===== src/verilog/sdram_cmd_pkg.sv =====
package sdram_cmd_pkg;

  // Command pins in the order nCS, nRAS, nCAS, nWE
  typedef enum logic [3:0] {
    NOP          = 4'b0111,
    ACTIVE       = 4'b0011,
    READ         = 4'b0101,
    WRITE        = 4'b0100,
    PRECHARGE    = 4'b0010,
    AUTO_REFRESH = 4'b0001,
    LOAD_MODE    = 4'b0000
  } sdram_cmd_t;

  // Port and DQ widths
  localparam int ADDR_W   = 25;
  localparam int DATA_W   = 16;
  localparam int BYTES    = 2;
  localparam int RESULT_W = 32;

  // Word address split into bank, row and column
  localparam int ROW_W    = 13;
  localparam int ROW_LSB  = 10;
  localparam int BANK_W   = 2;
  localparam int BANK_LSB = 23;
  localparam int COL_W    = 10;
  // A10 selects auto precharge, or all banks on PRECHARGE
  localparam int AP_BIT    = 10;
  localparam int BURST_LEN = 2;

  // Reserved, single-word write, standard op, CL 2, sequential, burst of two
  localparam logic [ROW_W-1:0] MODE_WORD = {3'b000, 1'b1, 2'b00, 3'b010, 1'b0, 3'b001};

endpackage


===== src/verilog/sdram_timing_pkg.sv =====
package sdram_timing_pkg;

  // Counter width shared by delay, init and refresh counts
  localparam int TIMER_W = 12;
  typedef logic [TIMER_W-1:0] timer_t;

  // Init timeline, in cycles from the end of reset
  localparam int T_CKE_ON       = 500;
  localparam int T_PRECHARGE_AT = 1100;

  // Command spacing at the 100 ns clock
  localparam int T_RP             = 1;
  localparam int T_RFC            = 1;
  localparam int T_MRD            = 2;
  localparam int T_RCD            = 1;
  localparam int T_WRITE_RECOVERY = 1;
  localparam int CAS_LAT          = 2;
  localparam int INPUT_REG_DELAY  = 1;
  localparam int REFRESH_INTERVAL = 75;

  // Later init points follow from precharge-all
  localparam int T_REFRESH1_AT = T_PRECHARGE_AT + T_RP;
  localparam int T_REFRESH2_AT = T_REFRESH1_AT + T_RFC;
  localparam int T_MODE_AT     = T_REFRESH2_AT + T_RFC;
  localparam int T_INIT_DONE   = T_MODE_AT + T_MRD;

endpackage


===== src/verilog/sdram_ctrl_fsm.sv =====
`timescale 1ns/1ps

module sdram_ctrl_fsm (
  input  logic                                      clk,
  input  logic                                      reset,
  // Queue side
  input  logic                                      pending,
  input  logic                                      pend_write,
  input  logic [sdram_cmd_pkg::ADDR_W-1:0]          pend_addr,
  input  logic [sdram_cmd_pkg::DATA_W-1:0]          pend_wdata,
  input  logic [sdram_cmd_pkg::BYTES-1:0]           pend_byte_en,
  output logic                                      take,
  // Timer side
  input  logic                                      delay_done,
  input  logic                                      refresh_due,
  input  sdram_timing_pkg::timer_t                  init_count,
  output logic                                      delay_load,
  output sdram_timing_pkg::timer_t                  delay_value,
  output logic                                      refresh_clear,
  // Command bus side
  output sdram_cmd_pkg::sdram_cmd_t                 cmd,
  output logic                                      ba_load,
  output logic [sdram_cmd_pkg::BANK_W-1:0]          ba,
  output logic [sdram_cmd_pkg::ROW_W-1:0]           a_value,
  output logic [sdram_cmd_pkg::BYTES-1:0]           dqm_value,
  output logic [sdram_cmd_pkg::DATA_W-1:0]          dq_value,
  output logic                                      dq_drive,
  // Read collector side
  output logic                                      capture_en,
  output logic                                      word_index,
  // Chip and port status
  output logic                                      cke,
  output logic                                      init_complete,
  output logic                                      available,
  output logic                                      ready
);

  typedef enum logic [2:0] {INIT, IDLE, WAIT, WRITE, READ, CAPTURE} state_t;

  state_t state;
  state_t ret_state;
  // Set when the current WAIT ends a write and must pulse ready
  logic   notify;
  logic   word_cnt;

  // Request fields kept once the queue entry is taken
  logic [sdram_cmd_pkg::COL_W-1:0]  cur_col;
  logic [sdram_cmd_pkg::DATA_W-1:0] cur_wdata;
  logic [sdram_cmd_pkg::BYTES-1:0]  cur_be;

  assign init_complete = (state != INIT);
  assign available     = (state == IDLE) && !pending;
  assign word_index    = word_cnt;

  //////////////////////////////
  // State register
  //////////////////////////////

  always_ff @(posedge clk) begin
    if (reset) begin
      state     <= INIT;
      ret_state <= IDLE;
      notify    <= 1'b0;
      word_cnt  <= 1'b0;
      cke       <= 1'b0;
      ready     <= 1'b0;
    end else begin
      ready <= 1'b0;
      case (state)
        INIT: begin
          // CKE rises well ahead of precharge-all
          if (init_count == sdram_timing_pkg::timer_t'(sdram_timing_pkg::T_CKE_ON)) begin
            cke <= 1'b1;
          end
          if (init_count == sdram_timing_pkg::timer_t'(sdram_timing_pkg::T_INIT_DONE)) begin
            state <= IDLE;
          end
        end
        IDLE: begin
          // Refresh first, then the queued request
          if (refresh_due) begin
            state     <= WAIT;
            ret_state <= IDLE;
            notify    <= 1'b0;
          end else if (pending) begin
            state     <= WAIT;
            ret_state <= pend_write ? WRITE : READ;
            notify    <= 1'b0;
          end
        end
        WAIT: begin
          if (delay_done) begin
            state <= ret_state;
            ready <= notify;
          end
        end
        WRITE: begin
          // Write recovery, then ready on the way back to idle
          state     <= WAIT;
          ret_state <= IDLE;
          notify    <= 1'b1;
        end
        READ: begin
          state     <= WAIT;
          ret_state <= CAPTURE;
          word_cnt  <= 1'b0;
        end
        CAPTURE: begin
          if (word_cnt == 1'(sdram_cmd_pkg::BURST_LEN - 1)) begin
            state <= IDLE;
            ready <= 1'b1;
          end else begin
            word_cnt <= word_cnt + 1'b1;
          end
        end
        default: state <= IDLE;
      endcase
    end
  end

  // Latch column, data and enables as the entry leaves the queue
  always_ff @(posedge clk) begin
    if (take) begin
      cur_col   <= pend_addr[sdram_cmd_pkg::COL_W-1:0];
      cur_wdata <= pend_wdata;
      cur_be    <= pend_byte_en;
    end
  end

  //////////////////////////////
  // Command decode
  //////////////////////////////

  always_comb begin
    cmd           = sdram_cmd_pkg::NOP;
    ba_load       = 1'b0;
    ba            = pend_addr[sdram_cmd_pkg::BANK_LSB +: sdram_cmd_pkg::BANK_W];
    a_value       = '0;
    dqm_value     = '0;
    dq_value      = cur_wdata;
    dq_drive      = 1'b0;
    delay_load    = 1'b0;
    delay_value   = '0;
    refresh_clear = 1'b0;
    capture_en    = 1'b0;
    take          = 1'b0;
    case (state)
      INIT: begin
        if (init_count == sdram_timing_pkg::timer_t'(sdram_timing_pkg::T_PRECHARGE_AT)) begin
          cmd                           = sdram_cmd_pkg::PRECHARGE;
          a_value[sdram_cmd_pkg::AP_BIT] = 1'b1;
        end else if (init_count == sdram_timing_pkg::timer_t'(sdram_timing_pkg::T_REFRESH1_AT) ||
                     init_count == sdram_timing_pkg::timer_t'(sdram_timing_pkg::T_REFRESH2_AT)) begin
          cmd = sdram_cmd_pkg::AUTO_REFRESH;
        end else if (init_count == sdram_timing_pkg::timer_t'(sdram_timing_pkg::T_MODE_AT)) begin
          // Mode register sits in bank 0
          cmd     = sdram_cmd_pkg::LOAD_MODE;
          ba      = '0;
          ba_load = 1'b1;
          a_value = sdram_cmd_pkg::MODE_WORD;
        end
      end
      IDLE: begin
        if (refresh_due) begin
          cmd           = sdram_cmd_pkg::AUTO_REFRESH;
          refresh_clear = 1'b1;
          delay_load    = 1'b1;
          delay_value   = sdram_timing_pkg::timer_t'(sdram_timing_pkg::T_RFC - 1);
        end else if (pending) begin
          // Open the row, bank is held for the column command
          cmd         = sdram_cmd_pkg::ACTIVE;
          ba_load     = 1'b1;
          a_value     = pend_addr[sdram_cmd_pkg::ROW_LSB +: sdram_cmd_pkg::ROW_W];
          take        = 1'b1;
          delay_load  = 1'b1;
          delay_value = sdram_timing_pkg::timer_t'(sdram_timing_pkg::T_RCD - 1);
        end
      end
      WRITE: begin
        cmd                                 = sdram_cmd_pkg::WRITE;
        a_value[sdram_cmd_pkg::COL_W-1:0]   = cur_col;
        a_value[sdram_cmd_pkg::AP_BIT]      = 1'b1;
        dqm_value                           = ~cur_be;
        dq_drive                            = 1'b1;
        delay_load                          = 1'b1;
        delay_value = sdram_timing_pkg::timer_t'(sdram_timing_pkg::T_WRITE_RECOVERY - 1);
      end
      READ: begin
        cmd                               = sdram_cmd_pkg::READ;
        a_value[sdram_cmd_pkg::COL_W-1:0] = cur_col;
        a_value[sdram_cmd_pkg::AP_BIT]    = 1'b1;
        delay_load                        = 1'b1;
        // Two of the latency cycles are the READ and first CAPTURE states
        delay_value = sdram_timing_pkg::timer_t'(sdram_timing_pkg::CAS_LAT +
                                                 sdram_timing_pkg::INPUT_REG_DELAY - 2);
      end
      CAPTURE: capture_en = 1'b1;
      default: ;
    endcase
  end

endmodule


===== config.mk =====
export PLATFORM = sky130hd
export DESIGN_NAME = sdram_ctrl_fsm
export DESIGN_NICKNAME = d
export VERILOG_FILES = /design/src/verilog/sdram_cmd_pkg.sv /design/src/verilog/sdram_timing_pkg.sv /design/src/verilog/sdram_ctrl_fsm.sv
export SDC_FILE = /design/constraint.sdc
export NUM_CORES = 1
export LEC_CHECK = 0
export BUFFER_PORTS_ARGS = -buffer_cell sky130_fd_sc_hd__clkbuf_2
export CORE_MARGIN = 4
export CORE_UTILIZATION = 42
export DETAILED_ROUTE_END_ITERATION = 6
export PLACE_DENSITY = 0.87
export SYNTH_ARGS = -nofsm -noshare
export SYNTH_HDL_FRONTEND = slang
export SYNTH_SLANG_ARGS = --single-unit

===== constraint.sdc =====
create_clock -name clk -period 2.5 [get_ports clk]
set_clock_uncertainty 0.2 [all_clocks]
set_input_delay 0.625 -clock clk [delete_from_list [all_inputs] [get_ports clk]]
set_output_delay 0.625 -clock clk [all_outputs]
set_load 0.1 [all_outputs]

Word-level counts from Yosys, hierarchy flattened
Index checks and enable logic that the tools add are counted.

storage, ports and cells
  bits of input ports = 61
  bits in registers = 38
  word-level logic and storage cells = 91

operators by class
  multiplexer cells = 52
  bitwise operators = 1
  reductions and logical operators = 13
  eq/ne operators = 15
  add/sub/neg operators = 1

operators with widths
  kind                  count
  $eq 12x11->1 const B  5
  $mux 13               3
  $mux 3                13
  $pmux 11 s3           1
  $mux 10               2
  $mux 1                18
  $pmux 3 s5            1
  $eq 12x9->1 const B   1
  $mux 2                6
  $pmux 3 s4            1
  $pmux 1 s2            5
  $pmux 3 s3            1
  $eq 3x2->1 const B    2
  $eq 3x3->1 const B    2
  $ne 2x2->1 const B    3
  $reduce_and 2->1      3
  $reduce_bool 3->1     2
  $pmux 2 s2            1
  $reduce_and 4->1      1
  $reduce_bool 2->1     2
  $eq 3x1->1 const B    1
  $logic_not 3->1       1
  $ne 3x3->1 const B    1
  $not 2->2             1
  other kinds (5)       5

Depth between registers and ports, before layout
  depth in word-level cells = 5
  depth in mapped cells = 6
  depth with buffers taken out = 4

Worst setup path after synthesis
No wires, ideal clock.

  kind = register to output
  start = reg state[1]
  end = out a_value[10] (netlist name)
  buffers on the path = 1
  path slack = -2.708 ns
  cell stages (with the launch flop) = 5
  required time = 1.675 ns
  arrival time = 4.383 ns
  cell sequence = dfxtp_1 > buf_2 > nor3_2 > inv_1 > o41ai_1

between the ends
  word-level cells in the longest chain between the ends = 3
  elaborated cells on any way between the ends = 6
  those cells by class = 3 x eq/ne; 1 x mux; 2 x reduce/logical

ends and longest elaborated chain
  what                                             line                   RTL
  start: declaration                               sdram_ctrl_fsm.sv:40   state_t state;
  start signal: assignment                         sdram_ctrl_fsm.sv:93   state <= ret_state;
  $eq 3x3->1 / $eq 3x2->1 (equally long branches)  sdram_ctrl_fsm.sv:147  case (state)
  $reduce_or 2->1 (no line)                        --
  $pmux 11 s3 *                                    sdram_ctrl_fsm.sv:147
  end: declaration                                 sdram_ctrl_fsm.sv:24   output logic [sdram_cmd_pkg::ROW_W-1:0] a_value,

Mark *: on every way between the ends. The rest lies on a longest branch, timed or not.

Worst setup path after layout
  start = in init_count[5]
  end = out cmd[2]

between the ends
  word-level cells in the longest chain between the ends = 5
  elaborated cells on any way between the ends = 9
  those cells by class = 4 x eq/ne; 4 x mux; 1 x reduce/logical

ends and longest elaborated chain
  what                                               line                                                                 RTL
  start: declaration                                 sdram_ctrl_fsm.sv:16                                                 input sdram_timing_pkg::timer_t init_count,
  $eq 12x11->1, on equally long branches             sdram_ctrl_fsm.sv:155, sdram_ctrl_fsm.sv:152, sdram_ctrl_fsm.sv:153
  $mux 3 / $logic_or 1x1->1 (equally long branches)  sdram_ctrl_fsm.sv:155, sdram_ctrl_fsm.sv:152
  $mux 3                                             sdram_ctrl_fsm.sv:152                                                end else if (init_count == sdram_timing_pkg::timer_t'(sdram_timing_pkg::T_REFRESH1_AT) ||
  $mux 3 *                                           sdram_ctrl_fsm.sv:149                                                if (init_count == sdram_timing_pkg::timer_t'(sdram_timing_pkg::T_PRECHARGE_AT)) begin
  $pmux 3 s4 *                                       sdram_ctrl_fsm.sv:147
  end: declaration                                   sdram_ctrl_fsm.sv:21                                                 output sdram_cmd_pkg::sdram_cmd_t cmd,

Marks and branches as above.

==> results.json <==
{
  "ys_seq_area_share_pct": 55.76,
  "ant_nets": 0,
  "netlist_instances": 156,
  "hold_viol": 0,
  "drv_slew": 0,
  "synth-compound-area-share_pct": 16.02,
  "layout.nets": 359,
  "htree_levels": 2,
  "pre_cts_ws_ns": -0.2724,
  "arrival_ns": 1.91,
  "p_comb_share_pct": 14.8,
  "grt_antenna_before_repair": 0,
  "drive_gt1_share_pct": 62.21,
  "endpoint_kind": "output pin",
  "drcViolationCount": 0,
  "synth_top_family_by_area": "simple AND/OR/NAND/NOR gates",
  "drt_first_pass_iters": 5,
  "clockBufferDepth": 2,
  "boundaryPins": 121,
  "area_growth_pct": 79.36,
  "initial_core_util_pct": 45.05,
  "dpl.hpwl_um": 4514,
  "syn_area_per_cell_um2": 11.97,
  "rsz0062_at_grt": "true",
  "synthAdderAreaFrac_pct": 0,
  "p_per_area_nw_per_um2": 413.1,
  "fmax_mhz": 365.3,
  "synthXorXnorAreaFrac_pct": 0.4692,
  "p_clk_share_pct": 36.5,
  "final_cell_mix": "clkbuf_2 (78), buf_4 (32), edfxtp_1 (28), buf_12 (28), conb_1 (12)",
  "post_drt_wl_per_cell_um": 17.34,
  "setup_viol": 10,
  "grt_pass1_vias": 1727,
  "path_clk_slew_ns": 0.08,
  "maxSlewHeadroom_pct": 63.13,
  "diodes": 0,
  "syn_area_um2": 1867,
  "vias": 1817,
  "p_switching_uw": 350.7,
  "cp-start-kind": "input pin",
  "gp_congestion": 0.9055,
  "worst-setup-path-type": "input pin to output pin",
  "seq_power_share_pct": 48.6,
  "grt_max_degree": 16,
  "peakVddDrop_mv": 0.4812,
  "p_leak_nw": 1.529,
  "synthArstFlopShare_pct": 0,
  "worstMarginPinSlew_ns": 0.5554,
  "intPower_mw": 1.033,
  "fill_cells": 223,
  "synth.distinct_cells": 50,
  "synthMuxAreaShare_pct": 1.072,
  "core_area_um2": 4144,
  "clock_latency_ns": 0.29,
  "whs_ns": 0.2813,
  "yosysWarningCount": 0,
  "fin_area_um2": 3348,
  "postPlaceCellArea_um2": 3047,
  "fin_ws_ns": -0.2377,
  "overflow": 0,
  "critical_path_required_ns": 1.67,
  "timing.final.crit_share_pct": 109.5,
  "synth_edf_count": 28,
  "synth_seq_cells": 38,
  "grt_use_total_pct": 19.47,
  "fin_crit_ns": 2.738,
  "numCtsBuffers": 5,
  "whs_path_depth": 2,
  "port_buffers": 108,
  "setup_tns_ns": -2.010,
  "reg2reg_depth": 4,
  "synth_ff_type": "edfxtp_1",
  "drt_iter0_drc": 210,
  "critical_path.max_fanout": 4,
  "die-height_um": 74.67,
  "cap_violations": 0,
  "routed_wl_um": 6053,
  "switching_share_pct": 25.36,
  "avgViaCountPerCell": 5.206,
  "hold_class": "register to register",
  "hold_buffers": 0,
  "violations": "negative setup slack",
  "die_x_um": 74.67,
  "die-area_um2": 5576,
  "run_status": "finished, violations left",
  "grt_pass1_wl_um": 8211,
  "synth-simple-area-share_pct": 17.56,
  "cts_tree": "done",
  "layout_commonest_cell": "clkbuf_2",
  "clkSinkCount": 38,
  "fp-row-count": 23,
  "cts-root-buf": "clkbuf_8"
}
metal layers:
| layer | track usage, % | vias to the layer above | share of wire [%] |
|---|---|---|---|
| met5 | 0 | - | 0 |
| met4 | 5.929 | 0 | 0.94 |
| met3 | 5.340 | 7 | 7.6 |
| met2 | 35.22 | 83 | 58 |
| met1 | 22.35 | 886 | 33 |
| li1 | - | 841 | - |
cell families (layout without fill, tap and decap cells):
group                  Yosys count  in the layout
flip-flops                      38             38
multiplexers                     2              2
XOR/XNOR                         1              1
AND/OR/NAND/NOR                 47             47
buffers and inverters           28            160
AO/OA/AOI/OAI                   39             39
other                            1             12
flip-flops by register name, summed over array words and instances (netlist names):
register,cells
cke,1
cur_be,2
cur_col,10
dq_value,16
notify,1
ready,1
ret_state,3
state,3
word_index,1
area by class of cell:
type                    instances  area [um^2]  share of cell area [%]
multi-input cells             101        842.1                   25.15
inverters                       9        33.78                   1.009
well taps                      50        62.56                   1.868
repair buffers                143         1251                   37.37
clock inverters                 3        40.04                   1.196
flip-flops and latches         38         1050                   31.35
clock buffers                   5        68.82                   2.055
power by group through the flow:
stage               Clock [mW]  Sequential, mW  Combinational [mW]
floorplan                    0           0.690               0.133
global placement             0           0.689               0.192
detailed placement           0           0.689               0.197
CTS                      0.513           0.673               0.200
global route             0.547           0.673               0.215
finish                   0.505           0.673               0.205
synth_stat cells, types with 2 or more instances:
library cell	instances	area, um^2
o211ai_1	4	30.03
o21ai_0	8	40.04
nor2b_1	4	25.02
and3_1	2	12.51
and2_1	2	12.51
a22o_1	7	61.31
nor4b_1	2	17.52
nand3b_1	2	15.01
mux2i_1	2	20.02
nand2b_1	5	31.28
nand2_1	2	7.510
dfxtp_1	10	200.2
nor3_1	3	15.01
nor2_1	8	30.03
inv_1	9	33.78
buf_4	13	97.59
nand3_1	6	30.03
nand4_1	2	12.51
buf_2	4	20.02
o21a_1	2	15.01
a21oi_1	3	15.01
edfxtp_1	28	840.8
timing repair:
item | 4_1_cts | 5_1_grt
pin swaps | 2 | 5
endpoints found under the setup margin | 19 | 12
setup buffers | 5 | 9
gates resized for setup | 14 | 9
endpoints found under the hold margin | 0 | 0
per-stage QoR:
step	instances	power, mW	util (%)
floorplan	167	0.8230	-
global placement	327	0.8811	73.52
detailed placement	327	0.8860	73.52
CTS	340	1.385	78.08
global route	349	1.435	80.80
finish	349	1.383	80.80
final timing paths:
| check | from | endpoint | slack (ns) |
|---|---|---|---|
| worst min-delay path | cke | cke | 0.28 |
| worst min register to register | cke | cke | 0.28 |
| worst max-delay path | init_count[5] | cmd[2] | -0.24 |
| worst max register to register | state[0] | dq_value[14] | 0.80 |
worst max-delay path, cell delays in order:
cell	delay, ns
buf_8	0.10
nor4b_4	0.35
nand4_4	0.16
a2111o_1	0.49
buf_12	0.19
Note: power is estimated with default switching activity, not from simulation.
