<file path="config.mk">
export PLATFORM = sky130hd
export DESIGN_NAME = sdram_timer
export DESIGN_NICKNAME = d
export VERILOG_FILES = /design/src/verilog/sdram_timing_pkg.sv /design/src/verilog/sdram_timer.sv
export SDC_FILE = /design/constraint.sdc
export NUM_CORES = 1
export LEC_CHECK = 0
export ABC_AREA = 0
export BUFFER_PORTS_ARGS = -buffer_cell sky130_fd_sc_hd__buf_2
export CAP_MARGIN = 20
export CORE_ASPECT_RATIO = 2
export CORE_UTILIZATION = 25
export CTS_CLUSTER_DIAMETER = 60
export CTS_CLUSTER_SIZE = 25
export DETAILED_ROUTE_END_ITERATION = 6
export PLACE_DENSITY_LB_ADDON = 0.15
export SLEW_MARGIN = 5
export SYNTH_ARGS = -nofsm -noshare
export SYNTH_HDL_FRONTEND = slang
export SYNTH_SLANG_ARGS = --single-unit
</file>
<file path="constraint.sdc">
create_clock -name clk -period 2 [get_ports clk]
set_input_delay 0.2 -clock clk [delete_from_list [all_inputs] [get_ports clk]]
set_output_delay 0.2 -clock clk [all_outputs]
set_load 0.005 [all_outputs]
</file>
<file path="src/verilog/sdram_timing_pkg.sv">
package sdram_timing_pkg;

  // Counter width shared by delay, init and refresh counts
  localparam int TIMER_W = 12;
  typedef logic [TIMER_W-1:0] timer_t;

  // Init timeline, in cycles from the end of reset
  localparam int T_CKE_ON       = 500;
  localparam int T_PRECHARGE_AT = 1100;

  // Command spacing at the 100 ns clock
  localparam int T_RP             = 1;
  localparam int T_RFC            = 1;
  localparam int T_MRD            = 2;
  localparam int T_RCD            = 1;
  localparam int T_WRITE_RECOVERY = 1;
  localparam int CAS_LAT          = 2;
  localparam int INPUT_REG_DELAY  = 1;
  localparam int REFRESH_INTERVAL = 75;

  // Later init points follow from precharge-all
  localparam int T_REFRESH1_AT = T_PRECHARGE_AT + T_RP;
  localparam int T_REFRESH2_AT = T_REFRESH1_AT + T_RFC;
  localparam int T_MODE_AT     = T_REFRESH2_AT + T_RFC;
  localparam int T_INIT_DONE   = T_MODE_AT + T_MRD;

endpackage

</file>
<file path="src/verilog/sdram_timer.sv">
`timescale 1ns/1ps

module sdram_timer (
  input  logic                     clk,
  input  logic                     reset,
  input  logic                     delay_load,
  input  sdram_timing_pkg::timer_t delay_value,
  input  logic                     refresh_clear,
  input  logic                     init_complete,
  output logic                     delay_done,
  output logic                     refresh_due,
  output sdram_timing_pkg::timer_t init_count
);

  sdram_timing_pkg::timer_t count;
  sdram_timing_pkg::timer_t refresh_cnt;

  // Up count during init, loadable down count afterwards
  always_ff @(posedge clk) begin
    if (reset) begin
      count <= '0;
    end else if (!init_complete) begin
      count <= count + 1'b1;
    end else if (delay_load) begin
      count <= delay_value;
    end else if (count != '0) begin
      count <= count - 1'b1;
    end
  end

  assign delay_done = (count == '0);
  assign init_count = count;

  // Refresh interval, holds once due until the FSM issues the refresh
  always_ff @(posedge clk) begin
    if (reset || refresh_clear) begin
      refresh_cnt <= '0;
    end else if (init_complete && !refresh_due) begin
      refresh_cnt <= refresh_cnt + 1'b1;
    end
  end

  assign refresh_due =
    (refresh_cnt >= sdram_timing_pkg::timer_t'(sdram_timing_pkg::REFRESH_INTERVAL));

endmodule

</file>
-- Word level (Yosys, flattened, before mapping)
Index checks and enable logic that the tools add are counted.
- register bits: 24
- input bits: 17
- add/sub/neg operators: 3
- magnitude comparators: 1
- equality and inequality tests: 1
- muxes and demuxes: 3
- reductions and logical operators: 5
- operators with widths (operator ; number):
    two-way mux 12 bit ; 3
    adder 12 x 1 -> 12 bit (second input constant) ; 2
    >= comparator 12 x 7 -> 1 bit (second input constant) ; 1
    logical NOT 12 bit ; 1
    nonzero test 12 bit ; 1
    subtractor 12 x 1 -> 12 bit (second input constant) ; 1
    inequality test 3 x 2 -> 1 bit (second input constant) ; 1
    logical AND 1 bit ; 1
    logical NOT 1 bit ; 1
    logical OR 1 bit ; 1

-- Depth between registers and ports, before layout
Gate-level depths: netlist (run 1).
- depth after elaboration: 4
- mapped depth: 8
- depth with buffers taken out: 6

-- Least setup slack after synthesis (run 1)
Ideal clock, no wire load.
- path kind: reg-to-reg
- start: reg count[0] (netlist: init_count[0])
- end: reg count[8] (netlist: init_count[8])
- data arrival time: 1.713 ns
- required time: 1.872 ns
- slack: 0.158 ns
- stages on the path, launching flop included: 9
- buffers on the path: 2
- path through: dfxtp_1 buf_6 inv_1 ha_1 or3b_1 clkbuf_1 o31a_1 o31ai_1 o22ai_1
- word-level cells in the longest chain between the ends: 4
- elaborated cells between the ends (all ways): 7
- those cells by class: add/sub (2); eq/ne (1); mux (3); reduce/logical (1)
- RTL lines (element ; RTL line ; RTL):
    start: declaration ; sdram_timer.sv:15 ; sdram_timing_pkg::timer_t count;
    start signal: assignment ; sdram_timer.sv:23 ; count <= count + 1'b1;
    start signal: assignment ; sdram_timer.sv:25 ; count <= delay_value;
    start signal: assignment ; sdram_timer.sv:27 ; count <= count - 1'b1;
    subtractor 12 x 1 -> 12 bit ; sdram_timer.sv:27 ;
    two-way mux 12 bit ; sdram_timer.sv:26 ; end else if (count != '0) begin
    two-way mux 12 bit ; sdram_timer.sv:24 ; end else if (delay_load) begin
    two-way mux 12 bit ; sdram_timer.sv:22 ; end else if (!init_complete) begin
Parallel ways exist; a longest one is shown, timed or not. The select of a mux whose other input is x is not followed.
A chain may end at the register's enable or synchronous reset.

-- Worst setup path after layout (run 1)
- start: reg count[4] (netlist: init_count[4])
- end: out delay_done
- word-level cells in the longest chain between the ends: 1
- RTL lines (element ; RTL line ; RTL):
    logical NOT 12 bit ; sdram_timer.sv:31 ; assign delay_done = (count == '0);
    end: declaration ; sdram_timer.sv:10 ; output logic delay_done,
Every way passes these cells.

==> results summary, run 1 <==
The number of buffer and inverter instances along the worst setup path came out at 2. The count of pins over their slew limit is 0. The overall overflow remaining after global route came out at 0. The biggest area contributor in the post-synthesis netlist is dfxtp_1. The xor and xnor area share after synthesis is 0.0312.

The startpoint-to-endpoint class of the critical path is reg -> out. The smallest clock period supported by the final layout is computed as 1.90 ns. TritonCTS built the clock tree. The number of endpoints with negative hold slack in the final report came to 0. Summed over all cells, the static leakage comes to 0.775 nW.

The kind of cell with the highest combined delay along the critical path is simple AND/OR/NAND/NOR gates. The total vias in the final route came out at 1696. The slowest stage of the critical path is the nor3_1 cell.

Among all flip-flop cells after synthesis, the most frequent one is dfxtp_1. Counting every net in the synthesized netlist gives 227. The number of I/O pins is 31. The total cell area at the placement stage came out at 1930 sq um. The floorplan has 42 rows.

The core region is 6570 sq um. The largest voltage drop on the vdd net is 0.291 mV. The synthesized area came out at 1680 sq um. The congestion estimate from routability-driven global placement came to 0.813.

The total non-filler cell area in the finished layout came out at 2000 sq um. The total negative setup slack is 0 ns. The share of flip-flops with an asynchronous set or reset came out at 0. The flip-flop and latch area came out at 480 sq um. The port buffer count is 30. The average vias per placed instance came out at 5.23. The data arrival time of the worst path came out at 1.70 ns.

The number of clock sinks came out at 24. After synthesis, the mean cell area works out to 8.18 sq um. The number of enable-type register cells in the synthesized netlist came out at 0. The flow ran to the end, and the final reports show no timing, DRC or antenna violations. The combined area of the multi-input logic cells came out at 1030 sq um. The H-tree depth is 1. The fmax came out at 0.527 GHz. The maximum clock insertion buffer count is 2.

The routed length per placed instance is 16.6 um. The remaining number of nets flagged by the antenna check after routing came out at 0. The remaining max-slew budget at the tightest pin is 0.704. The die span in x came out at 60.0 um. The maximum fanout encountered on the critical timing path is 8. The total die area is 7090 sq um. For this run, the total global-route usage over all layers was measured as 0.166. The initial antenna violation count is 0.

The compound-cell area share of the yosys netlist is 0.237. The most frequent standard cell in the layout excluding fill and tap cells is buf_2. The critical path's largest stage delay came out at 0.39 ns. After synthesis, the cell types taking the most area are dfxtp_1 29%, buf_6 4.0%, nor2_1 3.3%, a21oi_1 3.0%, ha_1 3.0%. The number of maximum-capacitance violations came out at 0. The final layout net count is 259. Clock-pin slew was measured on the worst setup and hold paths at 0.06 ns. The endpoint type of the worst setup path is a primary output.

The worst hold path belongs to the class in -> reg. After synthesis, the largest family of logic cells by area is simple AND/OR/NAND/NOR gates. The overall power of the completed layout came out at 1.36 mW.

The period utilization came out at 0.948. The worst path required time came out at 1.80 ns. The final routed wirelength across all metal layers came out at 5390 um. The number of instances in the synthesized netlist came out at 206. The number of unique standard cell types used by synthesis came out at 57. Setup repair after global routing left no endpoint under its margin. The share of synthesized cell area in and, or, nand and nor gates is 0.301. The clock tree skew after final layout came out at 0.00421 ns. The finished layout holds 324 standard cells, fillers aside.

The antenna diode instance count is 0. The synthesis-to-finish area growth is 18.9%. The CTS buffer count is 3. The cell sitting at the root of the clock tree is a clkbuf_16. The worst setup path is launched from a flop.

After synthesis the netlist holds a flip-flop and latch count of 24. Of the synthesized area, sequential elements account for 0.285. Of the total synthesized cell area, the portion taken by full adders, half adders and majority gates is 0.0297. In the final layout, the share of cells above drive strength 1 is 0.267. The transition at the pin with the smallest max-transition slack is 0.438 ns. The number of design rule violations left after detail routing came out at 0.

In this run, placement finished with an instance count of 321. Walking the worst path, the cells encountered are buf_4 > nor3_1 > and3_1 > buf_2. In this run the vertical extent of the chip is 118 um. The library cells used most frequently in the layout, excluding fill and tap cells, are 30 x buf_2, 24 x dfxtp_1, 18 x buf_4. The power per standard cell area came out at 678 nW/um^2. The clock reaches the later pin of the worst-skew pair after 0.26 ns.

The count of final setup violators is 0. The initial core utilization is 0.256. The fill cell instance count of the final layout is 723.

The via count of the first global-routing pass came out at 1703. The number of hold-repair buffers added at the cts stage is 0. The half-perimeter wire length of the detailed placement result came out at 4360 um. The first-pass iteration count of the detailed router is 4. After synthesis, the share of cell area in mux cells is 0.0119. Entering global routing, the biggest net connects 17 pins.

The first-pass GRT wire length came out at 8650 um. The area share of the leading cell type in the synthesized netlist is 0.285. The first routing iteration left 89 violations. Yosys printed 0 warnings.
## layout make-up
class	instances	area share
flip-flops and latches	24	0.240
multi-input cells	155	0.514
repair buffers	48	0.143
inverters	6	0.0113
well taps	88	0.0550
clock buffers	3	0.0375
## sequential cells by signal (all words and copies together) (netlist names)
signal and count:
init_count 12, refresh_cnt 12
## logic make-up (layout without fill, tap and decap cells)
group | after synthesis | count (layout)
buffers and inverters | 27 | 57
AOI/OAI and AO/OA | 57 | 57
adders and majority gates | 4 | 4
DFF | 24 | 24
and+or+nand+nor | 86 | 86
muxes | 2 | 2
xor gates and xnor gates | 6 | 6
## path summary, 6_finish.rpt
kind	from	end	slack [ns]	cells after the start
max	init_count[4]$_SDFFE_PP0P_	delay_done	0.10	4
max reg2reg	init_count[0]$_SDFFE_PP0P_	init_count[7]$_SDFFE_PP0P_	0.18	7
min reg2reg	refresh_cnt[9]$_SDFFE_PP0P_	refresh_cnt[9]$_SDFFE_PP0P_	0.46	1
min	reset	init_count[0]$_SDFFE_PP0P_	0.24	2
## cell usage after synthesis, types with 2 or more instances
| cell | number |
|---|---|
| clkbuf_8 | 2 |
| nor3b_1 | 2 |
| nor2b_1 | 2 |
| mux2i_1 | 2 |
| buf_2 | 3 |
| nor4_2 | 2 |
| o22ai_1 | 5 |
| o21ai_0 | 8 |
| nand3_1 | 10 |
| a32oi_1 | 2 |
| dfxtp_1 | 24 |
| a21oi_1 | 10 |
| nor3_1 | 10 |
| or2_2 | 3 |
| clkbuf_1 | 8 |
| nand4_1 | 4 |
| nand3b_1 | 2 |
| or3_1 | 4 |
| o311a_1 | 2 |
| a31oi_1 | 4 |
| nor4_1 | 3 |
| inv_1 | 6 |
| ha_1 | 4 |
| nand2b_1 | 2 |
| or4_1 | 4 |
| o21a_1 | 3 |
| xnor2_1 | 4 |
| xor2_1 | 2 |
| and2_1 | 5 |
| buf_6 | 6 |
| o31ai_1 | 6 |
| nand2_1 | 8 |
| and3_1 | 3 |
| o31a_1 | 3 |
| a311oi_1 | 2 |
| nor2_1 | 15 |
## worst register-to-register path, cell delays in order, from the launching register on
cell     delay [ns]
dfxtp_1        0.33
inv_1          0.06
ha_1           0.19
nor4b_2        0.15
buf_4          0.18
a41oi_1        0.42
o21ai_0        0.25
nor3_2         0.19
## where the power goes
group / total (mW) / switching [mW] / internal (mW)
logic: 0.376 / 0.206 / 0.170
clock network: 0.435 / 0.170 / 0.265
registers: 0.547 / 0.0440 / 0.503
## layer usage
layer  vias to the layer above  share of wire  GRT usage
li1                        832              -          -
met5                         -              0          0
met4                         0          0.042     0.0858
met3                        17          0.028     0.0231
met2                        33           0.59      0.314
met1                       814           0.34      0.160
## per-stage QoR
step | setup slack [ns] | util | hold slack (ns)
detailed placement | 0.143 | 0.293 | 0.445
global route | 0.0117 | 0.305 | 0.254
CTS | 0.0500 | 0.305 | 0.241
floorplan | 0.158 | - | 0.371
global placement | 0.132 | 0.293 | 0.443
finish | 0.103 | 0.305 | 0.237
## repair_timing
action,CTS,global route
buffers inserted,0,0
setup endpoints to repair,0,1
gates resized for setup,0,1
No activity file was read; power rests on OpenSTA's default activity.
==> run 2: changes to the inputs <==
--- a/config.mk
+++ b/config.mk
@@ -9,6 +9,7 @@
 export BUFFER_PORTS_ARGS = -buffer_cell sky130_fd_sc_hd__buf_2
 export CAP_MARGIN = 20
 export CORE_ASPECT_RATIO = 2
+export CORE_MARGIN = 5
 export CORE_UTILIZATION = 25
 export CTS_CLUSTER_DIAMETER = 60
 export CTS_CLUSTER_SIZE = 25
==> results summary, run 2 (same netlist as run 1, synthesis figures left out) <==
The run finished with clean final reports. The pin count of the biggest net entering global routing came out at 18 (+1). The critical path's largest stage delay came out at 0.48 ns (+0.09 ns). The first-pass iteration count of the detailed router came out at 4 (unchanged).

The core box area is 6620 sq um (+0.80%). The clock period minus worst slack is 1.81 ns (-0.0909 ns). The final layout net count is 257 (-0.77%). The total vias in the final route is 1626 (-4.1%). The initial antenna violation count is 0 (unchanged). The half-perimeter wire length of the detailed placement result came out at 4200 um (-3.7%). The flop-to-flop setup slack came out at 0.19 ns (about the same). The largest voltage drop on the vdd net came to 0.278 mV (-4.4%).

The maximum clock insertion buffer count came out at 2 (unchanged). The latest clock arrival within the worst-skew pair was 0.26 ns (about the same). STA classifies the critical path startpoint as a flop. The clock tree skew after final layout is 0.00765 ns (+0.00344 ns). The remaining max-slew budget at the tightest pin was 0.735 (+0.0305). The CTS buffer count is 3 (unchanged). The period utilization is 0.903 (-0.0454). Setup repair after global routing left no endpoint under its margin.

The row count is 42 (unchanged). Relative to the synthesized area, the layout overhead comes to 18.0%. The smallest hold slack came out at 0.234 ns (-0.00291 ns). The endpoint type of the worst setup path is a flop. The overall overflow remaining after global route came out at 0 (unchanged). The post-CTS setup-driven buffer insertion count was 0 (unchanged). The power per standard cell area is 678 nW/um^2 (about the same).

The worst hold path belongs to the class in -> reg. The total negative setup slack came out at 0 ns (unchanged). The total die area came out at 8580 sq um (+21%). The count of pins over their slew limit came to 0 (unchanged). The via count of the first global-routing pass is 1679 (-1.4%). The antenna diode instance count is 0 (unchanged).

The family with the most delay on the worst path is compound AO/OA/AOI/OAI gates. The worst path required time is 2.13 ns (+0.33 ns). The fmax is 0.554 GHz (+5.0%). The average vias per placed instance is 5.05 (-3.5%). The final routed wirelength across all metal layers came out at 5220 um (-3.2%).

Traced cell by cell, the critical path runs through inv_1 > ha_1 > or3b_1 > o31a_1 > o31ai_1 > o22ai_1. The number of design rule violations left after detail routing came to 0 (unchanged). The total cell area at the placement stage came out at 1910 sq um (-0.78%). The number of stages on the worst setup path came to 6 (+2). The first-pass GRT wire length came to 8480 um (-1.9%).

The number of I/O pins came to 31 (unchanged). The cell count of the worst reg-to-reg path came out at 6 (-1). The number of clock sinks came to 24 (unchanged).

The transition at the pin with the smallest max-transition slack was 0.392 ns (-0.0454 ns). Leaving out fill and tap cells, the most frequent cell in the layout is buf_2. The final estimated routing congestion in global placement came to 0.760 (-6.5%).

The number of gates resized after CTS came out at 0 (unchanged). The static leakage came to 0.764 nW (-1.4%). The number of endpoints with negative hold slack in the final report is 0 (unchanged). The total non-filler cell area in the finished layout is 1990 sq um (-0.75%).

The port buffer count is 30 (unchanged). The critical path is of the reg -> reg type. The cell with the largest stage delay on the worst path is or3b_1. The chip height is 126 um (+6.8%). The CTS tree is yes. The H-tree depth is 1 (unchanged).

The data arrival time of the worst path is 1.94 ns (+0.24 ns). In the layout the commonest cells are 30 x buf_2, 24 x dfxtp_1, 16 x buf_4. The maximum fanout encountered on the critical timing path came out at 6 (-2). The overall track demand over capacity in global routing came out at 0.131 (-0.0347).

The number of hold-repair buffers added at the cts stage was 0 (unchanged). The remaining number of nets flagged by the antenna check after routing is 0 (unchanged). The worst hold path stage count is 3 (+1).

The count of final setup violators came out at 0 (unchanged). The number of maximum-capacitance violations came out at 0 (unchanged). The initial core utilization came out at 0.254 (-0.00203). The root buffer cell is clkbuf_16.

The routed length per placed instance came out at 16.2 um (-2.6%). The fill cell instance count of the final layout is 778 (+7.6%). The die span in x came to 68.0 um (+13%). The first-iteration detailed-routing DRC count came to 72 (-19%).

The clock-pin transition on the worst setup and hold timing paths was 0.07 ns (about the same). The share of final-layout standard cells stronger than drive strength 1 came out at 0.261 (-0.00627). The number of buffer and inverter instances along the worst setup path is 1 (-1).
==> run 2: cell count changes in the layout (fill, tap and decap cells not counted), sizes merged <==
cell | previous run | this run
buf | 48 | 46
==> run 2: final timing paths <==
check,from,to
setup / recovery,init_count[0]$_SDFFE_PP0P_,init_count[8]$_SDFFE_PP0P_
hold / removal,delay_value[6],init_count[6]$_SDFFE_PP0P_
setup reg to reg,init_count[0]$_SDFFE_PP0P_,init_count[8]$_SDFFE_PP0P_
hold reg to reg,refresh_cnt[10]$_SDFFE_PP0P_,refresh_cnt[10]$_SDFFE_PP0P_
==> run 2: stage by stage <==
| step | cells | worst slack, ns | total power, mW | util |
|---|---|---|---|---|
| 6_report | 322 | 0.194 | 1.35 | 0.300 |
| 5_1_grt | 322 | 0.0389 | 1.44 | 0.300 |
| 4_1_cts | 322 | 0.174 | 1.37 | 0.300 |
| 3_5_place_dp | 319 | 0.218 | 0.924 | 0.289 |
| 3_3_place_gp | 319 | 0.233 | 0.926 | 0.289 |
| 2_1_floorplan | 206 | 0.158 | 0.821 | - |
==> run 2: worst reg2reg max path, cell delays in order (launching register included) <==
cell     delay, ns
dfxtp_1       0.31
inv_1         0.07
ha_1          0.21
or3b_1        0.48
o31a_1        0.28
o31ai_1       0.23
o22ai_1       0.11
==> run 2: cell type report <==
cell class,instances,area [sq um],share of cell area
sequential,24,480,0.242
clock buffer,3,75.1,0.0378
inverter,6,22.5,0.0113
multi-input combinational,155,1030,0.518
tap,88,110,0.0554
timing repair buffer,46,270,0.136
==> run 2: metal layers <==
metal / vias to the layer above / track usage / part of all wire
met5: - / 0 / 0
met4: 0 / 0.0574 / 0.031
met3: 9 / 0.0160 / 0.021
met2: 32 / 0.253 / 0.58
met1: 757 / 0.130 / 0.36
li1: 828 / - / -
==> run 2: report_power, final <==
group	leakage, nW	internal, mW	total, mW	switching, mW
sequential	0.196	0.503	0.550	0.0468
clock	0.0370	0.265	0.437	0.172
combinational	0.531	0.167	0.360	0.193
total	0.764	0.935	1.35	0.412
