<file path="src/verilog/sdram_cmd_pkg.sv">
package sdram_cmd_pkg;

  // Command pins in the order nCS, nRAS, nCAS, nWE
  typedef enum logic [3:0] {
    NOP          = 4'b0111,
    ACTIVE       = 4'b0011,
    READ         = 4'b0101,
    WRITE        = 4'b0100,
    PRECHARGE    = 4'b0010,
    AUTO_REFRESH = 4'b0001,
    LOAD_MODE    = 4'b0000
  } sdram_cmd_t;

  // Port and DQ widths
  localparam int ADDR_W   = 25;
  localparam int DATA_W   = 16;
  localparam int BYTES    = 2;
  localparam int RESULT_W = 32;

  // Word address split into bank, row and column
  localparam int ROW_W    = 13;
  localparam int ROW_LSB  = 10;
  localparam int BANK_W   = 2;
  localparam int BANK_LSB = 23;
  localparam int COL_W    = 10;
  // A10 selects auto precharge, or all banks on PRECHARGE
  localparam int AP_BIT    = 10;
  localparam int BURST_LEN = 2;

  // Reserved, single-word write, standard op, CL 2, sequential, burst of two
  localparam logic [ROW_W-1:0] MODE_WORD = {3'b000, 1'b1, 2'b00, 3'b010, 1'b0, 3'b001};

endpackage

</file>
<file path="src/verilog/sdram_read_collect.sv">
`timescale 1ns/1ps

module sdram_read_collect (
  input  logic                               clk,
  input  logic                               reset,
  input  logic                               capture_en,
  input  logic                               word_index,
  input  logic [sdram_cmd_pkg::DATA_W-1:0]   dq,
  output logic [sdram_cmd_pkg::RESULT_W-1:0] q
);

  // DQ is sampled straight off the pins, this register is the input stage
  always_ff @(posedge clk) begin
    if (reset) begin
      q <= '0;
    end else if (capture_en) begin
      // Word 0 lands in the low half
      q[word_index * sdram_cmd_pkg::DATA_W +: sdram_cmd_pkg::DATA_W] <= dq;
    end
  end

endmodule

</file>
<file path="config.mk">
export PLATFORM = sky130hd
export DESIGN_NAME = sdram_read_collect
export DESIGN_NICKNAME = d
export VERILOG_FILES = /design/src/verilog/sdram_cmd_pkg.sv /design/src/verilog/sdram_read_collect.sv
export SDC_FILE = /design/constraint.sdc
export NUM_CORES = 1
export LEC_CHECK = 0
export ABC_AREA = 1
export BUFFER_PORTS_ARGS = -buffer_cell sky130_fd_sc_hd__buf_4
export CAP_MARGIN = 20
export CORE_AREA = 2 2 66 68
export CTS_CLUSTER_SIZE = 40
export DETAILED_ROUTE_END_ITERATION = 7
export DIE_AREA = 0 0 68 70
export MAX_ROUTING_LAYER = met4
export PLACE_DENSITY = 0.68
export SLEW_MARGIN = 20
export SYNTH_ARGS = -nofsm -noshare
export SYNTH_HDL_FRONTEND = slang
export SYNTH_SLANG_ARGS = --single-unit
</file>
<file path="constraint.sdc">
create_clock -name clk -period 0.86 [get_ports clk]
set_input_delay 0.172 -clock clk [delete_from_list [all_inputs] [get_ports clk]]
set_output_delay 0.172 -clock clk [all_outputs]
set_load 0.03 [all_outputs]
</file>
; Word-level counts from Yosys, hierarchy flattened
; Cells that the tools add are included.
[totals]
romBits = 0
memories = 0
word_cells = 5
mem_bits_rw = 0
in_bits = 20
latchBits = 0
regBits = 32
output_inout_bits = 32
[op_classes]
mux = 1
reduce_logical = 0
n_eq_ne = 0
div_mod_pow = 0
shift = 2
bitwise = 0
n_mul = 0
magnitude_cmp = 0
n_addsub = 1
[op_table]
columns = operator, count
row1 = $neg 5->34, 1
row2 = $shift 16x34->32 const A, 1
row3 = $shiftx 16x34->32, 1
row4 = $bwmux 32, 1

; Depth between registers and ports, before layout
; Gate-level depths: netlist of run 1.
[depth]
depth_word = 3
depth_mapped = 6
ltp_nobuf = 4

; Worst setup path after synthesis of run 1
; No wires, ideal clock.
[synth_path]
kind = input-to-reg
startpoint = input capture_en
endpoint = register q[10] (netlist bit)
slack_ns = 0.059
arrival_time_ns = 0.687
t_required_ns = 0.747
n_path_buf = 2
setup_time_ns = 0.113
stages = 6
cell_sequence = buf_4 > inv_2 > nor2_8 > buf_6 > nor2_1 > nor2_1
[synth_rtl]
columns = element, line_no
row1 = start: declaration, sdram_read_collect.sv:6  ; input logic capture_en,
row2 = end signal: indexed assignment, sdram_read_collect.sv:18  ; q[word_index * sdram_cmd_pkg::DATA_W +: sdram_cmd_pkg::DATA_W] <= dq;
row3 = end: declaration, sdram_read_collect.sv:9  ; output logic [sdram_cmd_pkg::RESULT_W-1:0] q

; Final worst setup path of run 1
[layout_path]
startpoint = register q[14] (netlist bit)
endpoint = output q[14] (netlist bit)
; No word-level cell between the ends.

==> impl_results.md, run 1 <==
* Outcome: complete, but fails checks
* Failing checks: setup timing
* Num CTS Buffers at 5
* Slowest cell on crit path: dfxtp_2
* Total gr overflow at 0
* Critical path capture point type: primary output
* Global-route wire length before repair at 5510 um
* Residual DRC at 0
* FF-to-FF path depth at 4
* Port bufs at 51
* Max incr delay on CP at 0.35 ns
* Worst-Skew Late Latency at 0.28 ns
* Buf/Inv on CP at 1
* Flops & latches, synth at 32
* Largest net degree at the start of global routing at 22
* Syn nets at 197
* Vias in the first global route at 1180
* Die Y at 70 um
* CP Max Fanout at 2
* Initial Util at 31.6%
* Area delta synth->final at 54.1%
* Slew Limit Fails at 0
* Avg WL per Cell at 11.9 um
* Die Wd at 68 um
* Core footprint at 4140 um2
* Worst vdd ir at 914 uV
* Overall Global Routing Usage at 16.3%
* Nets at 254
* Total Wirelength at 3420 um
* Layout cells sized above 1 at 44.7%
* Sink Count at 32
* Cts-stage hold buffer count at 0
* GPL Wtd Cong at 0.802
* Final Hold Fails at 0
* Setup TNS at -1.69 ns
* Worst-path clk slew at 0.06 ns
* Switch Pwr at 978 uW
* DRT antenna net count at 0
* Initial DRC Count at 58
* Unrepaired setup endpoints after global routing: true
* Vias/cell at 4.43
* Placed cell count at 273
* DRT Pass-1 Iters at 4
* Max FFs per register at 32
* Via Count at 1271
* Critical R2R Launch: q[17]
* Slew @ Worst Pin at 0.260 ns
* CTS H-Tree Depth at 2
* Most frequent cells in the layout: 32 x nand2_1, 32 x nand3_1, 32 x nor2_1, 32 x buf_6, 32 x dfxtp_2
* Critical path origin: q[14]
* Synthesized area per cell at 7.39 um2
* Pwr dens at 1760 nW/um2
* Tcrit/Tclk final at 108%
* Worst Path Class, Setup: register to primary output
* Reg2reg setup slack at 0.07 ns
* Biggest regs: q x32
* Worst Hold Class: input pin to register
* N_diodes at 0
* I/O pin total at 52
* Most flop-heavy register: q
* Initial antenna violation count at 0
* Relative slew margins at 82.7%
* Switching Share at 27.6%
* Power Internal at 2560 uW
* Final min period at 0.930 ns
* F_max at 1080 MHz
* Combinational share of power at 20.7%
* Synth cell types at 13
* Post-Synthesis Cells at 177
* Cells along the critical path: buf_6
* Sequential Power Share at 46.4%
* Final worst setup slack at -0.0697 ns
* MaxCap Viol Count at 0
* Setup crit start kind: register
* Yosys Warn Count at 0
* Fin cells at 287
* Worst EP arrival at 0.76 ns
* TritonCTS clock tree: done
* Worst Path Required at 0.69 ns
* Dpl hpwl at 2410 um
* Register area share after synthesis at 48.9%
* Leakage at 0.000967 uW
* Fillcell total at 434
* Die Area at 4760 um2
* Mapped cell area at 1310 um2
* Worst path depth at 1
* Site row count at 24
* Max clock buf depth at 2
* Clock skew at 0 ns
* Root buffer cell: clkbuf_8
* CP top delay family: flip-flops
* Critical Path End: q[14]
* Clk pwr share at 32.9%
* Worst R2R End: q[17]
* Setup violations, final at 32
[tightest hold or removal path, delay by kind of cell]
family	cells	cell delay, ns
AOI/OAI and AO/OA	1	0.06
buffers and inverters	1	0.12
and+or+nand+nor	1	0.06
[metrics by stage]
| stage | setup slack, ns | util [%] | cell area [um2] | hold slack, ns | power (uW) |
|---|---|---|---|---|---|
| after floorplan | 0.0593 | - | 1310 | 0.324 | 2050 |
| after global placement | 0.000833 | 41.5 | 1720 | 0.452 | 2300 |
| after detailed placement | -0.0181 | 41.5 | 1720 | 0.458 | 2310 |
| after CTS | -0.0754 | 48.3 | 2000 | 0.167 | 3580 |
| after global routing | -0.109 | 48.7 | 2020 | 0.169 | 3740 |
| final | -0.0697 | 48.7 | 2020 | 0.172 | 3540 |
[power by group through the flow]
stage / logic [uW] / registers, uW / clock network, uW
after floorplan: 248 / 1800 / 0
after global placement: 656 / 1650 / 0
after detailed placement: 661 / 1650 / 0
after CTS: 732 / 1640 / 1200
after global routing: 794 / 1650 / 1290
final: 734 / 1640 / 1160
[synth_stat cells (all sizes together)]
library cell  count  area, um2
dfxtp            32        641
a21oi            16       80.1
nor2             33        140
inv              19       71.3
buf              12       85.1
nand3            32        160
nand2            33        131
[cells by family after synthesis]
| group | count (synthesis) | synth area share (%) |
|---|---|---|
| flip-flops | 32 | 48.9 |
| AO/OA/AOI/OAI | 16 | 6.12 |
| buffers and inverters | 31 | 11.9 |
| AND/OR/NAND/NOR | 98 | 33.0 |
[layer usage]
layer	track usage (%)	share of wire, %
met5	-	0
met4	7.11	2.2
met3	6.12	6.7
met2	22.2	46
met1	21.3	45
[worst min path at each step]
stage	startpoint	endpoint	slack (ns)	cells past startpoint
5_1_grt	dq[4]	q[20]	0.17	3
6_report	dq[4]	q[20]	0.17	3
2_1_floorplan	dq[4]	q[20]	0.32	2
3_3_place_gp	q[16]	q[16]	0.45	2
4_1_cts	dq[4]	q[20]	0.17	3
3_5_place_dp	q[28]	q[28]	0.46	2
[cell type report]
cell class	count	area, um2	share of cell area, %
multi-input combinational	114	512	25.4
clock buffer	8	90.1	4.47
timing repair buffer	62	598	29.7
inverter	19	71.3	3.54
tap	52	65.1	3.23
sequential	32	681	33.7
[what timing repair did]
| action | 4_1_cts | 5_1_grt |
|---|---|---|
| gates resized for setup | 64 | 0 |
| setup buffers | 4 | 2 |
| endpoints found under the setup margin | 32 | 32 |
(Power assumes the default switching activity.)
==> inputs of run 2 (changes only) <==
CTS_BUF_LIST = sky130_fd_sc_hd__clkbuf_16   (was unset)
MAX_ROUTING_LAYER = unset   (was met4)
==> run 2 against run 1 <==
Against the previous run: the run still ends with setup timing left; clock-buffer cell count decreased by 3; non-clock buffer count is the same; combinational power about the same; power up 13%; register-to-register slack about the same; sequential power barely moved; routed wire length rose by 1.5%; clock skew is the same; die area did not move; first-iteration DRC count did not move.
==> impl_results.md, run 2 (same netlist as run 1, synthesis figures left out) <==
* Final min period at 0.921 ns (-0.00889 ns)
* GPL Wtd Cong at 0.791 (-1.4%)
* Setup violations, final at 32 (unchanged)
* Site row count at 24 (unchanged)
* Placed cell count at 273 (unchanged)
* Switching Share at 26.0% (-1.6 points)
* Biggest regs: q x32
* N_diodes at 0 (unchanged)
* Final Hold Fails at 0 (unchanged)
* Most flop-heavy register: q
* Critical path capture point type: primary output
* Initial antenna violation count at 0 (unchanged)
* Die Y at 70 um (unchanged)
* Tcrit/Tclk final at 107% (-1.0 points)
* Combinational share of power at 18.4% (-2.3 points)
* WHS at 0.181 ns (+0.00869 ns)
* Core footprint at 4140 um2 (unchanged)
* Setup crit start kind: register
* Power Total at 3990 uW (+13%)
* Worst Hold Class: input pin to register
* Worst EP arrival at 0.75 ns (about the same)
* Layout cells sized above 1 at 44.3% (-0.43 points)
* Max incr delay on CP at 0.35 ns (about the same)
* Avg WL per Cell at 12.1 um (+1.5%)
* Clk pwr share at 40.2% (+7.3 points)
* Port bufs at 51 (unchanged)
* Worst Path Class, Setup: register to primary output
* Initial DRC Count at 58 (unchanged)
* Die Wd at 68 um (unchanged)
* Nets at 254 (unchanged)
* Most frequent cells in the layout: 32 x nand2_1, 32 x nand3_1, 32 x nor2_1, 32 x buf_6, 32 x dfxtp_2
* Sequential Power Share at 41.3% (-5.1 points)
* Max clock buf depth at 2 (unchanged)
* MaxCap Viol Count at 0 (unchanged)
* Via Count at 1288 (+1.3%)
* Relative slew margins at 83.0% (+0.30 points)
* Dpl ws at -0.0181 ns (unchanged)
* Worst Path Required at 0.69 ns (about the same)
* Outcome: complete, but fails checks
* Pwr dens at 1930 nW/um2 (+10%)
* DRT antenna net count at 0 (unchanged)
* Failing checks: setup timing
* Vias/cell at 4.49 (+1.3%)
* Cts-stage hold buffer count at 0 (unchanged)
* Max FFs per register at 32 (unchanged)
* Overall Global Routing Usage at 16.0% (-0.29 points)
* Area delta synth->final at 57.6%
* Cells along the critical path: buf_6
* Slew @ Worst Pin at 0.255 ns (-0.00443 ns)
* Worst vdd ir at 1030 uV (+12%)
* Root buffer cell: clkbuf_16
* Slowest cell on crit path: dfxtp_2
* TritonCTS clock tree: done
* Unrepaired setup endpoints after global routing: true
* Total Wirelength at 3470 um (+1.5%)
* Power Internal at 2950 uW (+15%)
* Total gr overflow at 0 (unchanged)
* Switch Pwr at 1040 uW (+5.9%)
* Worst-Skew Late Latency at 0.27 ns (about the same)
* Die Area at 4760 um2 (unchanged)
* DRT Pass-1 Iters at 4 (unchanged)
* CP top delay family: flip-flops
* Dpl hpwl at 2410 um (unchanged)
* Vias in the first global route at 1177 (-0.25%)
* Sink Count at 32 (unchanged)
* Leakage at 0.000995 uW (+2.9%)
* Fillcell total at 424 (-2.3%)
* Initial Util at 31.6% (unchanged)
* Worst-path clk slew at 0.05 ns (about the same)
* Fin cells at 287 (unchanged)
* I/O pin total at 52 (unchanged)
* F_max at 1090 MHz (+0.97%)
* Clock skew at 0 ns (unchanged)
* CTS H-Tree Depth at 2 (unchanged)
* Buf/Inv on CP at 1 (unchanged)
* Largest net degree at the start of global routing at 22 (unchanged)
* CP Max Fanout at 2 (unchanged)
* Residual DRC at 0 (unchanged)
* Final worst setup slack at -0.0608 ns (+0.00889 ns)
* Slew Limit Fails at 0 (unchanged)
* Global-route wire length before repair at 5520 um (+0.13%)
* Num CTS Buffers at 5 (unchanged)
run 2: repair_timing:
action / CTS / global route
endpoints found under the setup margin: 32 / 32
resized for setup: 64 / 0
setup buffers: 4 / 2
cloned: 0 / 0
run 2: stage by stage:
stage / area, um2 / util [%] / TNS [ns]
4_1_cts: 2050 / 49.4 / -1.57
3_3_place_gp: 1720 / 41.5 / 0
2_1_floorplan: 1310 / - / 0
3_5_place_dp: 1720 / 41.5 / -0.0461
6_report: 2060 / 49.8 / -1.30
5_1_grt: 2060 / 49.8 / -2.14
run 2: worst paths after layout:
path,startpoint,endpoint,slack [ns],cells after the start
setup reg to reg,q[17],q[17],0.07,4
hold reg to reg,q[18],q[18],0.47,2
setup / recovery,q[14],q[14],-0.06,1
hold / removal,dq[4],q[20],0.18,3
run 2: layout make-up:
class | count | area (um2) | area share, %
Multi-Input combinational cell | 114 | 512 | 24.8
Tap cell | 52 | 65.1 | 3.15
Clock buffer | 5 | 125 | 6.06
Inverter | 19 | 71.3 | 3.46
Sequential cell | 32 | 681 | 33.0
Clock inverter | 3 | 11.3 | 0.546
Timing Repair Buffer | 62 | 598 | 29.0
run 2: per-layer routing:
| layer | share of wire, % | track usage, % | up-vias |
|---|---|---|---|
| met5 | 0 | 0 | - |
| met4 | 1.1 | 6.00 | 0 |
| met3 | 7.1 | 6.92 | 4 |
| met2 | 48 | 23.1 | 44 |
| met1 | 44 | 20.9 | 572 |
| li1 | - | - | 668 |
run 2: power by group through the flow:
stage / Sequential (uW) / Clock [uW] / Combinational [uW]
4_1_cts: 1650 / 1660 / 732
5_1_grt: 1660 / 1730 / 794
2_1_floorplan: 1800 / 0 / 248
3_5_place_dp: 1650 / 0 / 661
6_report: 1650 / 1600 / 734
3_3_place_gp: 1650 / 0 / 656
==> inputs of run 3 (changes only) <==
CORE_AREA = 10 10 74 76   (was 2 2 66 68)
DIE_AREA = 0 0 84 86   (was 0 0 68 70)
==> run 3 against run 2 <==
Against the previous run: cell count is 0.35% lower; the flow still finishes with violations (setup timing); die area is 52% higher; design area is 0.97% higher; setup slack better by 0.0031 ns; register-to-register slack hardly changed; highest routed layer unchanged; largest power group is now clock; first-iteration DRC count is 14% higher.
==> impl_results.md, run 3 (same netlist as run 1, synthesis figures left out) <==
* TritonCTS clock tree: done
* Die Area at 7220 um2 (+52%)
* Final min period at 0.918 ns (-0.00308 ns)
* Worst Path Required at 0.69 ns (about the same)
* Critical path capture point type: primary output
* FF/Latch Area at 681 um2 (unchanged)
* Dpl hpwl at 2790 um (+16%)
* MaxCap Viol Count at 0 (unchanged)
* Residual DRC at 0 (unchanged)
* Nets at 255 (+0.39%)
* Worst Path Class, Setup: register to primary output
* Fillcell total at 398 (-6.1%)
* Most frequent cells in the layout: 32 x nand2_1, 32 x nand3_1, 32 x nor2_1, 32 x buf_6, 32 x dfxtp_2
* Worst-path clk slew at 0.05 ns (about the same)
* Worst vdd ir at 1280 uV (+25%)
* CP Max Fanout at 2 (unchanged)
* Worst-Skew Late Latency at 0.27 ns (about the same)
* Finished Cell Area at 2080 um2 (+0.97%)
* Hold Path Stages at 3 (unchanged)
* Final Hold Fails at 0 (unchanged)
* CTS H-Tree Depth at 2 (unchanged)
* Via Count at 1210 (-6.1%)
* Initial Util at 33.0% (+1.4 points)
* Clock skew at 0 ns (unchanged)
* Reg2reg setup slack at 0.08 ns (about the same)
* Die Y at 86 um (+23%)
* Slowest cell on crit path: dfxtp_2
* Vias/cell at 4.23 (-5.7%)
* Setup violations, final at 32 (unchanged)
* Area delta synth->final at 59.2%
* M1 GR Usage at 10.7% (-10 points)
* Unrepaired setup endpoints after global routing: true
* Tcrit/Tclk final at 107% (-0.36 points)
* Sink Count at 32 (unchanged)
* Met3 GRT Util at 4.82% (-2.1 points)
* Die Wd at 84 um (+24%)
* Port bufs at 51 (unchanged)
* FF-to-FF path depth at 4 (unchanged)
* Core footprint at 3970 um2 (-4.2%)
* Overall Global Routing Usage at 10.3% (-5.7 points)
* F_max at 1090 MHz (+0.34%)
* N_diodes at 0 (unchanged)
* Total Wirelength at 3600 um (+3.5%)
* WHS at 0.177 ns (-0.00412 ns)
* Max clock buf depth at 2 (unchanged)
* Initial antenna violation count at 0 (unchanged)
* Initial DRC Count at 66 (+14%)
* Setup crit start kind: register
* Biggest regs: q x32
* Slew @ Worst Pin at 0.247 ns (-0.00792 ns)
* Worst R2R End: q[16]
* Slew Limit Fails at 0 (unchanged)
* Largest net degree at the start of global routing at 17 (-23%)
* Critical R2R Launch: q[16]
* Layout cells sized above 1 at 45.3% (+1.1 points)
* DRT Pass-1 Iters at 4 (unchanged)
* Num CTS Buffers at 5 (unchanged)
* DRT antenna net count at 0 (unchanged)
* Leakage at 0.00101 uW (+1.1%)
* Most flop-heavy register: q
* Max FFs per register at 32 (unchanged)
* Relative slew margins at 83.5% (+0.53 points)
* GR met2 Demand/Resource at 17.2% (-5.9 points)
* I/O pin total at 52 (unchanged)
* Cells along the critical path: buf_6
* Placed cell count at 274 (+0.37%)
* Total gr overflow at 0 (unchanged)
* Final worst setup slack at -0.0577 ns (+0.00308 ns)
* Max incr delay on CP at 0.34 ns (about the same)
* Buf/Inv on CP at 1 (unchanged)
* Placement Cell Area at 1730 um2 (+0.44%)
* Failing checks: setup timing
* Worst path depth at 1 (unchanged)
* Final Core Density at 52.5% (+2.7 points)
* Worst EP arrival at 0.75 ns (about the same)
* Global-route wire length before repair at 6070 um (+10%)
* Top Usage Layer GRT: met2
* Area occupied by multi-input gates at 512 um2 (unchanged)
* Outcome: complete, but fails checks
* Pwr dens at 2070 nW/um2 (+7.2%)
* Worst Hold Class: input pin to register
* CP top delay family: flip-flops
* Fin cells at 286 (-0.35%)
* Site row count at 23 (-4.2%)
* GPL Wtd Cong at 0.796 (+0.68%)
* Power Total at 4320 uW (+8.3%)
* Root buffer cell: clkbuf_16
* Avg WL per Cell at 12.6 um (+3.9%)
* Critical path origin: q[21]
* Vias in the first global route at 1221 (+3.7%)
* Critical Path End: q[21]
[run 3: cell types whose count changed in the layout (fill, tap and decap cells not counted), sizes merged]
cell    previous run  this run
buf               62        63
bufinv             0         1
inv               21        20
[run 3: cell type report]
type	count	share of cell area [%]
Inverter	19	3.42
Clock buffer	5	6.01
Tap cell	50	3.00
Multi-Input combinational cell	114	24.6
Sequential cell	32	32.7
Timing Repair Buffer	63	28.5
Clock inverter	3	1.86
[run 3: what timing repair did]
item / CTS / global route
hold buffers: 0 / 0
gates resized for setup: 64 / 0
gates cloned: 0 / 0
buffers inserted: 1 / 3
setup endpoints to repair: 32 / 32
[run 3: power by group]
part	switching, uW	total [uW]	internal, uW	leakage [uW]
clock	606	1950	1350	0.0000850
sequential	56.5	1640	1590	0.000275
combinational	399	722	323	0.000646
total	1060	4320	3260	0.00101
[run 3: how the worst min path moves through the flow]
stage               startpoint     to
finish                  dq[14]  q[30]
global route            dq[14]  q[30]
CTS                     dq[14]  q[30]
detailed placement       q[24]  q[24]
global placement         q[25]  q[25]
floorplan                dq[4]  q[20]
[run 3: metrics by stage]
step	worst slack [ns]	TNS, ns
2_1_floorplan	0.0593	0
3_3_place_gp	0.000639	0
3_5_place_dp	-0.0227	-0.0707
4_1_cts	-0.0687	-1.65
5_1_grt	-0.0867	-2.17
6_report	-0.0577	-1.35
[run 3: routing by layer]
layer  share of wire [%]  routed length, um
met3                 6.8                244
met1                  42               1490
met2                  49               1780
met4                 2.2                 79
met5                   0                  0
